--- src/lite_pkg.sv ---
// ~~~~~~~~~~~~~~~~~~~~~~~~~~~~~~~~~~~~~~~~
// AXI4-Lite crossbar shared types
// Widths, channel structs, request and response bundles
// and the address rule used by the decoders
// ~~~~~~~~~~~~~~~~~~~~~~~~~~~~~~~~~~~~~~~~
package lite_pkg;

  typedef logic [31:0] addr_t;
  typedef logic [31:0] data_t;
  typedef logic [3:0]  strb_t;

  typedef enum logic [1:0] {
    resp_okay   = 2'b00,
    resp_decerr = 2'b11
  } resp_e;

  typedef struct packed {
    addr_t addr;
  } aw_chan_t;

  typedef struct packed {
    data_t data;
    strb_t strb;
  } w_chan_t;

  typedef struct packed {
    resp_e resp;
  } b_chan_t;

  typedef struct packed {
    addr_t addr;
  } ar_chan_t;

  typedef struct packed {
    data_t data;
    resp_e resp;
  } r_chan_t;

  // Manager to subordinate direction
  typedef struct packed {
    aw_chan_t aw;
    logic     aw_valid;
    w_chan_t  w;
    logic     w_valid;
    logic     b_ready;
    ar_chan_t ar;
    logic     ar_valid;
    logic     r_ready;
  } lite_req_t;

  // Subordinate to manager direction
  typedef struct packed {
    logic    aw_ready;
    logic    w_ready;
    b_chan_t b;
    logic    b_valid;
    logic    ar_ready;
    r_chan_t r;
    logic    r_valid;
  } lite_resp_t;

  // Half-open range, start_addr <= addr < end_addr
  typedef struct packed {
    logic [7:0] idx;
    addr_t      start_addr;
    addr_t      end_addr;
  } addr_rule_t;

endpackage

--- src/lite_addr_decode.sv ---
// ~~~~~~~~~~~~~~~~~~~~~~~~~~~~~~~~~~~~~~~~
// Address decoder
// Maps an address to a subordinate index via the rule table
// ~~~~~~~~~~~~~~~~~~~~~~~~~~~~~~~~~~~~~~~~
`timescale 1ns/100ps

module lite_addr_decode import lite_pkg::*; #(
  parameter int unsigned NumSub   = 2,
  parameter int unsigned NumRules = 2,
  localparam int unsigned IdxWidth = (NumSub > 1) ? $clog2(NumSub) : 1
) (
  input  addr_t                     addr_i,
  input  addr_rule_t [NumRules-1:0] addr_map_i,
  input  logic                      en_default_i,
  input  logic [IdxWidth-1:0]       default_idx_i,
  output logic [IdxWidth-1:0]       idx_o,
  output logic                      dec_error_o
);

  logic matched;

  always_comb begin
    matched     = 1'b0;
    idx_o       = default_idx_i;
    dec_error_o = 1'b0;
    // Later rules override earlier ones
    for (int unsigned r = 0; r < NumRules; r++) begin
      if ((addr_i >= addr_map_i[r].start_addr) && (addr_i < addr_map_i[r].end_addr)) begin
        matched = 1'b1;
        idx_o   = addr_map_i[r].idx[IdxWidth-1:0];
      end
    end
    if (!matched && !en_default_i) begin
      dec_error_o = 1'b1; // Routed to the error responder
    end
  end

endmodule

--- src/lite_err_resp.sv ---
// ~~~~~~~~~~~~~~~~~~~~~~~~~~~~~~~~~~~~~~~~
// Decode error responder
// Answers every write and read with DECERR
// ~~~~~~~~~~~~~~~~~~~~~~~~~~~~~~~~~~~~~~~~
`timescale 1ns/100ps

module lite_err_resp import lite_pkg::*; (
  input  logic       clk_i,
  input  logic       rst_i,
  input  lite_req_t  req_i,
  output lite_resp_t resp_o
);

  logic aw_got_q, w_got_q, b_valid_q;
  logic r_valid_q;
  logic aw_fire, w_fire;

  always_comb begin
    resp_o          = '0;
    resp_o.aw_ready = !aw_got_q && !b_valid_q;
    resp_o.w_ready  = !w_got_q && !b_valid_q;
    resp_o.b.resp   = resp_decerr;
    resp_o.b_valid  = b_valid_q;
    resp_o.ar_ready = !r_valid_q;  // One read at a time
    resp_o.r.data   = '0;
    resp_o.r.resp   = resp_decerr;
    resp_o.r_valid  = r_valid_q;
  end

  assign aw_fire = req_i.aw_valid && resp_o.aw_ready;
  assign w_fire  = req_i.w_valid && resp_o.w_ready;

  always_ff @(posedge clk_i) begin
    if (rst_i) begin
      aw_got_q  <= 1'b0;
      w_got_q   <= 1'b0;
      b_valid_q <= 1'b0;
      r_valid_q <= 1'b0;
    end else begin
      // AW and W in either order, B follows the later one
      if (b_valid_q) begin
        if (req_i.b_ready) begin
          b_valid_q <= 1'b0;
          aw_got_q  <= 1'b0;
          w_got_q   <= 1'b0;
        end
      end else if ((aw_got_q || aw_fire) && (w_got_q || w_fire)) begin
        b_valid_q <= 1'b1;
      end else begin
        aw_got_q <= aw_got_q || aw_fire;
        w_got_q  <= w_got_q || w_fire;
      end
      if (r_valid_q) r_valid_q <= !req_i.r_ready;
      else           r_valid_q <= req_i.ar_valid;
    end
  end

endmodule

--- src/lite_demux.sv ---
// ~~~~~~~~~~~~~~~~~~~~~~~~~~~~~~~~~~~~~~~~
// Manager-side demultiplexer
// Steers one manager onto a selected route and
// returns B and R from the route it recorded
// ~~~~~~~~~~~~~~~~~~~~~~~~~~~~~~~~~~~~~~~~
`timescale 1ns/100ps

module lite_demux import lite_pkg::*; #(
  parameter int unsigned NumRoutes = 3,
  localparam int unsigned SelWidth = (NumRoutes > 1) ? $clog2(NumRoutes) : 1
) (
  input  logic                        clk_i,
  input  logic                        rst_i,
  input  lite_req_t                   req_i,
  output lite_resp_t                  resp_o,
  input  logic [SelWidth-1:0]         aw_select_i,
  input  logic [SelWidth-1:0]         ar_select_i,
  output lite_req_t  [NumRoutes-1:0]  route_reqs_o,
  input  lite_resp_t [NumRoutes-1:0]  route_resps_i
);

  logic                w_busy_q, w_sent_q;
  logic [SelWidth-1:0] w_route_q;
  logic                r_busy_q;
  logic [SelWidth-1:0] r_route_q;

  always_comb begin
    // Payload fans out to every route, handshakes only to one
    for (int unsigned k = 0; k < NumRoutes; k++) begin
      route_reqs_o[k]          = req_i;
      route_reqs_o[k].aw_valid = 1'b0;
      route_reqs_o[k].w_valid  = 1'b0;
      route_reqs_o[k].b_ready  = 1'b0;
      route_reqs_o[k].ar_valid = 1'b0;
      route_reqs_o[k].r_ready  = 1'b0;
    end
    resp_o = '0;

    if (!w_busy_q) begin
      route_reqs_o[aw_select_i].aw_valid = req_i.aw_valid;
      resp_o.aw_ready = route_resps_i[aw_select_i].aw_ready;
    end else begin
      if (!w_sent_q) begin  // Single W beat per write
        route_reqs_o[w_route_q].w_valid = req_i.w_valid;
        resp_o.w_ready = route_resps_i[w_route_q].w_ready;
      end
      route_reqs_o[w_route_q].b_ready = req_i.b_ready;
      resp_o.b       = route_resps_i[w_route_q].b;
      resp_o.b_valid = route_resps_i[w_route_q].b_valid;
    end

    if (!r_busy_q) begin
      route_reqs_o[ar_select_i].ar_valid = req_i.ar_valid;
      resp_o.ar_ready = route_resps_i[ar_select_i].ar_ready;
    end else begin
      route_reqs_o[r_route_q].r_ready = req_i.r_ready;
      resp_o.r       = route_resps_i[r_route_q].r;
      resp_o.r_valid = route_resps_i[r_route_q].r_valid;
    end
  end

  always_ff @(posedge clk_i) begin
    if (rst_i) begin
      w_busy_q  <= 1'b0;
      w_sent_q  <= 1'b0;
      w_route_q <= '0;
      r_busy_q  <= 1'b0;
      r_route_q <= '0;
    end else begin
      if (req_i.aw_valid && resp_o.aw_ready) begin
        w_busy_q  <= 1'b1;
        w_sent_q  <= 1'b0;
        w_route_q <= aw_select_i;
      end
      if (req_i.w_valid && resp_o.w_ready) w_sent_q <= 1'b1;
      if (resp_o.b_valid && req_i.b_ready) w_busy_q <= 1'b0;  // Write slot free

      if (req_i.ar_valid && resp_o.ar_ready) begin
        r_busy_q  <= 1'b1;
        r_route_q <= ar_select_i;
      end
      if (resp_o.r_valid && req_i.r_ready) r_busy_q <= 1'b0;
    end
  end

endmodule

--- src/lite_mux.sv ---
// ~~~~~~~~~~~~~~~~~~~~~~~~~~~~~~~~~~~~~~~~
// Subordinate-side multiplexer
// Round-robin arbitration of managers, with the
// response routed back to the locked manager
// ~~~~~~~~~~~~~~~~~~~~~~~~~~~~~~~~~~~~~~~~
`timescale 1ns/100ps

module lite_mux import lite_pkg::*; #(
  parameter int unsigned NumMgr = 2,
  localparam int unsigned IdxWidth = (NumMgr > 1) ? $clog2(NumMgr) : 1
) (
  input  logic                     clk_i,
  input  logic                     rst_i,
  input  lite_req_t  [NumMgr-1:0]  mgr_reqs_i,
  output lite_resp_t [NumMgr-1:0]  mgr_resps_o,
  output lite_req_t                sub_req_o,
  input  lite_resp_t               sub_resp_i
);

  typedef struct packed {
    logic                found;
    logic [IdxWidth-1:0] idx;
  } grant_t;

  // First requester at or after the priority pointer
  function automatic grant_t rr_pick(logic [NumMgr-1:0] reqs, logic [IdxWidth-1:0] prio);
    grant_t      pick;
    int unsigned cand;
    pick = '0;
    for (int unsigned k = 0; k < NumMgr; k++) begin
      cand = (prio + k) % NumMgr;
      if (!pick.found && reqs[cand]) pick = '{found: 1'b1, idx: IdxWidth'(cand)};
    end
    return pick;
  endfunction

  function automatic logic [IdxWidth-1:0] next_prio(logic [IdxWidth-1:0] idx);
    return (idx == IdxWidth'(NumMgr - 1)) ? '0 : idx + 1'b1;
  endfunction

  logic [NumMgr-1:0]   aw_reqs, ar_reqs;
  grant_t              aw_sel, ar_sel;
  logic                w_lock_q, w_pend_q, w_sent_q;
  logic [IdxWidth-1:0] w_idx_q, w_prio_q;
  logic                r_lock_q, r_pend_q;
  logic [IdxWidth-1:0] r_idx_q, r_prio_q;

  always_comb begin
    for (int unsigned i = 0; i < NumMgr; i++) begin
      aw_reqs[i] = mgr_reqs_i[i].aw_valid;
      ar_reqs[i] = mgr_reqs_i[i].ar_valid;
    end
    // A pending address keeps its grant until accepted
    aw_sel = w_pend_q ? grant_t'{found: 1'b1, idx: w_idx_q} : rr_pick(aw_reqs, w_prio_q);
    ar_sel = r_pend_q ? grant_t'{found: 1'b1, idx: r_idx_q} : rr_pick(ar_reqs, r_prio_q);

    sub_req_o    = '0;
    mgr_resps_o  = '0;
    sub_req_o.aw = mgr_reqs_i[aw_sel.idx].aw;
    sub_req_o.w  = mgr_reqs_i[w_idx_q].w;
    sub_req_o.ar = mgr_reqs_i[ar_sel.idx].ar;

    if (!w_lock_q) begin
      sub_req_o.aw_valid = aw_sel.found;
      mgr_resps_o[aw_sel.idx].aw_ready = aw_sel.found && sub_resp_i.aw_ready;
    end else begin
      if (!w_sent_q) begin
        sub_req_o.w_valid = mgr_reqs_i[w_idx_q].w_valid;
        mgr_resps_o[w_idx_q].w_ready = sub_resp_i.w_ready;
      end
      sub_req_o.b_ready = mgr_reqs_i[w_idx_q].b_ready;
      mgr_resps_o[w_idx_q].b       = sub_resp_i.b;
      mgr_resps_o[w_idx_q].b_valid = sub_resp_i.b_valid;
    end

    if (!r_lock_q) begin
      sub_req_o.ar_valid = ar_sel.found;
      mgr_resps_o[ar_sel.idx].ar_ready = ar_sel.found && sub_resp_i.ar_ready;
    end else begin
      sub_req_o.r_ready = mgr_reqs_i[r_idx_q].r_ready;
      mgr_resps_o[r_idx_q].r       = sub_resp_i.r;
      mgr_resps_o[r_idx_q].r_valid = sub_resp_i.r_valid;
    end
  end

  always_ff @(posedge clk_i) begin
    if (rst_i) begin
      {w_lock_q, w_pend_q, w_sent_q, w_idx_q, w_prio_q} <= '0;
      {r_lock_q, r_pend_q, r_idx_q, r_prio_q} <= '0;
    end else begin
      if (!w_lock_q && aw_sel.found) begin
        w_idx_q  <= aw_sel.idx;
        w_pend_q <= !sub_resp_i.aw_ready;
        if (sub_resp_i.aw_ready) begin  // Lock until B
          w_lock_q <= 1'b1;
          w_sent_q <= 1'b0;
          w_prio_q <= next_prio(aw_sel.idx);
        end
      end
      if (sub_req_o.w_valid && sub_resp_i.w_ready) w_sent_q <= 1'b1;
      if (sub_resp_i.b_valid && sub_req_o.b_ready) w_lock_q <= 1'b0;

      if (!r_lock_q && ar_sel.found) begin
        r_idx_q  <= ar_sel.idx;
        r_pend_q <= !sub_resp_i.ar_ready;
        if (sub_resp_i.ar_ready) begin
          r_lock_q <= 1'b1;
          r_prio_q <= next_prio(ar_sel.idx);
        end
      end
      if (sub_resp_i.r_valid && sub_req_o.r_ready) r_lock_q <= 1'b0;
    end
  end

endmodule

--- src/lite_xbar.sv ---
// ~~~~~~~~~~~~~~~~~~~~~~~~~~~~~~~~~~~~~~~~
// AXI4-Lite crossbar top level
// Per-manager decode and demux, per-subordinate mux
// ~~~~~~~~~~~~~~~~~~~~~~~~~~~~~~~~~~~~~~~~
`timescale 1ns/100ps

module lite_xbar import lite_pkg::*; #(
  parameter int unsigned NumMgr   = 2,
  parameter int unsigned NumSub   = 2,
  parameter int unsigned NumRules = 2,
  localparam int unsigned SubIdxWidth = (NumSub > 1) ? $clog2(NumSub) : 1,
  localparam int unsigned RouteWidth  = $clog2(NumSub + 1)
) (
  input  logic                                   clk_i,
  input  logic                                   rst_i,
  input  lite_req_t  [NumMgr-1:0]                mgr_reqs_i,
  output lite_resp_t [NumMgr-1:0]                mgr_resps_o,
  output lite_req_t  [NumSub-1:0]                sub_reqs_o,
  input  lite_resp_t [NumSub-1:0]                sub_resps_i,
  input  addr_rule_t [NumRules-1:0]              addr_map_i,
  input  logic       [NumMgr-1:0]                en_default_i,
  input  logic       [NumMgr-1:0][SubIdxWidth-1:0] default_idx_i
);

  // Demux side, extra route NumSub for decode errors
  lite_req_t  [NumMgr-1:0][NumSub:0] route_reqs;
  lite_resp_t [NumMgr-1:0][NumSub:0] route_resps;
  // Mux side, indexed by subordinate then manager
  lite_req_t  [NumSub-1:0][NumMgr-1:0] cross_reqs;
  lite_resp_t [NumSub-1:0][NumMgr-1:0] cross_resps;

  for (genvar i = 0; i < NumMgr; i++) begin : gen_mgr
    logic [SubIdxWidth-1:0] dec_aw, dec_ar;
    logic                   dec_aw_error, dec_ar_error;
    logic [RouteWidth-1:0]  aw_select, ar_select;

    lite_addr_decode #(.NumSub(NumSub), .NumRules(NumRules)) i_aw_decode (
      .addr_i       (mgr_reqs_i[i].aw.addr),
      .addr_map_i   (addr_map_i),
      .en_default_i (en_default_i[i]),
      .default_idx_i(default_idx_i[i]),
      .idx_o        (dec_aw),
      .dec_error_o  (dec_aw_error)
    );

    lite_addr_decode #(.NumSub(NumSub), .NumRules(NumRules)) i_ar_decode (
      .addr_i       (mgr_reqs_i[i].ar.addr),
      .addr_map_i   (addr_map_i),
      .en_default_i (en_default_i[i]),
      .default_idx_i(default_idx_i[i]),
      .idx_o        (dec_ar),
      .dec_error_o  (dec_ar_error)
    );

    assign aw_select = dec_aw_error ? RouteWidth'(NumSub) : RouteWidth'(dec_aw);
    assign ar_select = dec_ar_error ? RouteWidth'(NumSub) : RouteWidth'(dec_ar);

    lite_demux #(.NumRoutes(NumSub + 1)) i_demux (
      .clk_i, .rst_i,
      .req_i        (mgr_reqs_i[i]),
      .resp_o       (mgr_resps_o[i]),
      .aw_select_i  (aw_select),
      .ar_select_i  (ar_select),
      .route_reqs_o (route_reqs[i]),
      .route_resps_i(route_resps[i])
    );

    lite_err_resp i_err_resp (
      .clk_i, .rst_i,
      .req_i (route_reqs[i][NumSub]),
      .resp_o(route_resps[i][NumSub])
    );
  end

  for (genvar i = 0; i < NumMgr; i++) begin : gen_cross_mgr
    for (genvar j = 0; j < NumSub; j++) begin : gen_cross_sub
      assign cross_reqs[j][i]  = route_reqs[i][j];
      assign route_resps[i][j] = cross_resps[j][i];
    end
  end

  for (genvar j = 0; j < NumSub; j++) begin : gen_sub
    lite_mux #(.NumMgr(NumMgr)) i_mux (
      .clk_i, .rst_i,
      .mgr_reqs_i (cross_reqs[j]),
      .mgr_resps_o(cross_resps[j]),
      .sub_req_o  (sub_reqs_o[j]),
      .sub_resp_i (sub_resps_i[j])
    );
  end

endmodule

--- config.mk ---
export PLATFORM = sky130hd
export DESIGN_NAME = lite_xbar
export DESIGN_NICKNAME = d
export VERILOG_FILES = /design/src/lite_pkg.sv /design/src/lite_addr_decode.sv /design/src/lite_err_resp.sv /design/src/lite_demux.sv /design/src/lite_mux.sv /design/src/lite_xbar.sv
export SDC_FILE = /design/constraint.sdc
export NUM_CORES = 1
export LEC_CHECK = 0
export ABC_CLOCK_PERIOD_IN_PS = 10700
export BUFFER_PORTS_ARGS = -buffer_cell sky130_fd_sc_hd__buf_2
export CORE_AREA = 2 2 289 291
export CTS_CLUSTER_SIZE = 24
export DETAILED_ROUTE_END_ITERATION = 8
export DIE_AREA = 0 0 291 293
export HOLD_SLACK_MARGIN = 0.06
export PLACE_DENSITY = 0.52
export SLEW_MARGIN = 15
export SYNTH_ARGS = -nofsm -noshare
export SYNTH_HDL_FRONTEND = slang
export SYNTH_SLANG_ARGS = --single-unit
--- constraint.sdc ---
create_clock -name clk_i -period 10.7 [get_ports clk_i]
set_input_delay 2.675 -clock clk_i [delete_from_list [all_inputs] [get_ports clk_i]]
set_output_delay 2.675 -clock clk_i [all_outputs]
set_load 0.1 [all_outputs]
==> impl_metrics.env <==
export IMPL_setup_tns_ns=0
export IMPL_max_freq_ghz=0.102
export IMPL_cts_tree="yes"
export IMPL_syn_avg_cell_area_um2=7.91
export IMPL_rsz0062_at_grt="no"
export IMPL_post_route_period_util_pct=91.8
export IMPL_stdcell_area_um2=23100
export IMPL_critPathLaunch="mgr_reqs_i[192]"
export IMPL_vias=20300
export IMPL_syn_area_um2=17500
export IMPL_timing_final_crit_period_ns=9.82
export IMPL_final_util_pct=28.2
export IMPL_htreeDepth=2
export IMPL_first_iter_violations=1535
export IMPL_dpl_cell_count=3959
export IMPL_synth_edf_count=0
export IMPL_dp_hpwl_um=82300
export IMPL_grt_max_degree=48
export IMPL_dieArea_um2=85300
export IMPL_pwr_share_clk_pct=6.1
export IMPL_start_util_pct=21.3
export IMPL_fillers=8985
export IMPL_placed_area_um2=22900
export IMPL_clkSinkCount=40
export IMPL_intPower_uw=932
export IMPL_die_h_um=293
export IMPL_die_w_um=291
export IMPL_yosys_cell_types_count=79
export IMPL_antenna_left=0
export IMPL_drc_errors=0
export IMPL_run_status="finished, final reports clean"
export IMPL_coreArea_um2=81800
export IMPL_hold_path_class="register to register"
export IMPL_p_per_area_nw_per_um2=125
export IMPL_multiInputGateArea_um2=15900
export IMPL_crit_fanout=17
export IMPL_ys_seq_area_share_pct=4.59
export IMPL_hp_start="gen_sub[1].i_mux.r_prio_q"
export IMPL_ys_seq_elements=40
export IMPL_grtUsageTotal_pct=21.2
export IMPL_vdd_drop_max_uv=145
export IMPL_fin_hold_ws_ns=0.470
export IMPL_grt_pass1_vias=19300
export IMPL_synth_area_leaders="ha_1 (36%), mux2_2 (13%), a21oi_1 (6.1%)"
export IMPL_critPathCaptureType="output port"
export IMPL_synth_top_area_share_pct=36.1
export IMPL_maxCapViolCount=0
export IMPL_cts_resized=0
export IMPL_final_cells=3974
export IMPL_synthToLayoutAreaGrowth_pct=32.4
export IMPL_pre_cts_slack_ns=0.911
export IMPL_row_count=105
export IMPL_synth_main_ff_cell="dfxtp_1"
export IMPL_power_share_combinational_pct=86.4
export IMPL_critical_path_class="input port to output port"
export IMPL_clkTransAtPathRegs_ns=0.06
export IMPL_cts_root_buf="clkbuf_16"
export IMPL_drive_above_1_share_pct=33.6
export IMPL_drt_wl_total_um=95900
export IMPL_async_flop_share_pct=0
export IMPL_io_pins=734
export IMPL_cts_buffers=5
export IMPL_hold_viol=0
export IMPL_reg2reg_from="gen_mgr[0].i_demux.w_busy_q"
export IMPL_nNetsFinal=3842
export IMPL_power_mw=2.89
export IMPL_wl_per_cell_um=24.1
export IMPL_holdBufCountCts=0
export IMPL_cp_data_required_time_ns=8.03
export IMPL_max_slew_margin_pct=25.6
export IMPL_register_area_um2=803
export IMPL_synth_warnings=0
export IMPL_vias_per_cell=5.12
export IMPL_fin_skew_ns=0.00495
export IMPL_yosysTopAreaCell="ha_1"
export IMPL_leakage_nw=11.5
export IMPL_worstSkewPairLatency_ns=0.29
export IMPL_cts_setup_buffers=0
export IMPL_antenna_found_initial=33
export IMPL_p_sw_share_pct=67.8
export IMPL_dr_pass1_iters=6
export IMPL_tightest_slew_ns=1.12
export IMPL_clk_path_buf_depth=2
export IMPL_p_sw_mw=1.96
export IMPL_maxSlewViolCount=0
export IMPL_numPortBuffers=719
export IMPL_setup_violations=0
export IMPL_p_seq_share_pct=7.6
export IMPL_finalWorstSetupSlack_ns=0.877
export IMPL_grt_overflow_total=0
export IMPL_grt_pass1_wl_um=134000
export IMPL_gp_congestion=0.916
export IMPL_crit_path_start_kind="input port"
export IMPL_syn_nets=3154
export IMPL_cp_arrival_ns=7.15
export IMPL_syn_inst=2208
synthesized netlist by cell type (21+ instances only):
cell and instances:
mux2_2 196, a21oi_1 212, a21o_1 34, nand4_1 55, inv_1 155, nor2b_1 82, clkbuf_1 51, nand2_1 172
nand3_1 54, a22oi_1 67, ha_1 504, nor3_1 25, nand2b_1 23, nor2_1 109, a211oi_1 44, a31oi_1 21
dfxtp_1 40, o21ai_0 108
worst paths after layout:
kind,end,slack [ns],depth (start not counted)
hold reg to reg,gen_sub[1].i_mux.r_prio_q,0.47,2
setup / recovery,sub_reqs_o[81],0.88,13
hold / removal,gen_sub[1].i_mux.r_prio_q,0.47,2
setup reg to reg,gen_mgr[0].i_demux.w_route_q[1],7.73,7
power by group through the flow:
| stage | Clock (mW) | Combinational [mW] | Sequential (mW) |
|---|---|---|---|
| finish | 0.176 | 2.50 | 0.219 |
| global route | 0.184 | 2.63 | 0.224 |
| CTS | 0.178 | 2.50 | 0.219 |
| detailed placement | 0 | 2.50 | 0.222 |
| global placement | 0 | 2.49 | 0.222 |
| floorplan | 0 | 1.84 | 0.186 |
cell type report:
type,instances,area share [%]
antenna,7,0.0758
clock buffer,5,0.541
clock inverter,3,0.184
inverter,155,2.52
multi-input combinational,1949,68.8
sequential,40,3.47
tap,1070,5.79
timing repair buffer,745,18.6
cell families after synthesis:
family | synth area share [%]
buf+inv | 4.79
compound gates | 23.9
fa+ha+maj | 36.1
flops | 4.59
simple gates | 17.5
mux | 13.1
per-layer routing:
metal  wire (um)  share of wire [%]  track usage (%)  vias to the layer above
met2       45400                 47             36.6                      783
met4        2300                2.4             4.81                       34
met3        7060                7.4             4.11                      142
met1       41000                 43             27.2                     9518
li1            -                  -                -                     9865
met5         202               0.21                0                        -
layout by cell type (no fill, tap or decap), types with 6 or more instances in the layout:
master	Yosys	routed
o221ai_1	7	7
diode_2	0	7
nand2b_1	23	23
o21a_1	16	16
nand2_1	172	172
ha_1	504	504
nor4_1	11	10
nor2_1	109	109
o21ai_0	108	107
nand4_1	55	55
o211ai_1	16	16
nor3_1	25	24
and3_1	9	9
mux2_2	196	196
nor2b_1	82	82
a21o_1	34	34
a221oi_1	19	19
buf_2	11	689
a31oi_1	21	20
a211oi_1	44	44
a22oi_1	67	67
nand3_1	54	54
nor3b_1	6	6
buf_12	0	35
a32o_1	6	6
a21oi_1	212	212
a211o_1	7	7
and2_1	19	19
o31ai_1	6	6
and4_1	15	15
dfxtp_1	40	38
inv_1	155	155
a2111oi_0	10	9
o21ai_1	6	6
buf_4	0	21
state kept, by name, summed over array words and instances (netlist names):
signal                        cells
gen_mgr.i_demux.r_busy_q          2
gen_mgr.i_demux.r_route_q         4
gen_mgr.i_demux.w_busy_q          2
gen_mgr.i_demux.w_route_q         4
gen_mgr.i_demux.w_sent_q          2
gen_mgr.i_err_resp.aw_got_q       2
gen_mgr.i_err_resp.b_valid_q      2
gen_mgr.i_err_resp.r_valid_q      2
gen_mgr.i_err_resp.w_got_q        2
gen_sub.i_mux.r_idx_q             2
gen_sub.i_mux.r_lock_q            2
gen_sub.i_mux.r_pend_q            2
gen_sub.i_mux.r_prio_q            2
gen_sub.i_mux.w_idx_q             2
gen_sub.i_mux.w_lock_q            2
gen_sub.i_mux.w_pend_q            2
gen_sub.i_mux.w_prio_q            2
gen_sub.i_mux.w_sent_q            2
critical path, stage by stage:
cell	delay, ns
buf_2	0.16
ha_1	0.34
nand4_1	0.26
nor4_1	0.34
a32oi_1	0.20
o211ai_1	0.39
a21oi_1	0.44
and2_1	0.35
or3_4	0.42
a41oi_4	0.59
buf_12	0.26
mux2_2	0.40
buf_2	0.31
Power figures use the tool's default switching activity.
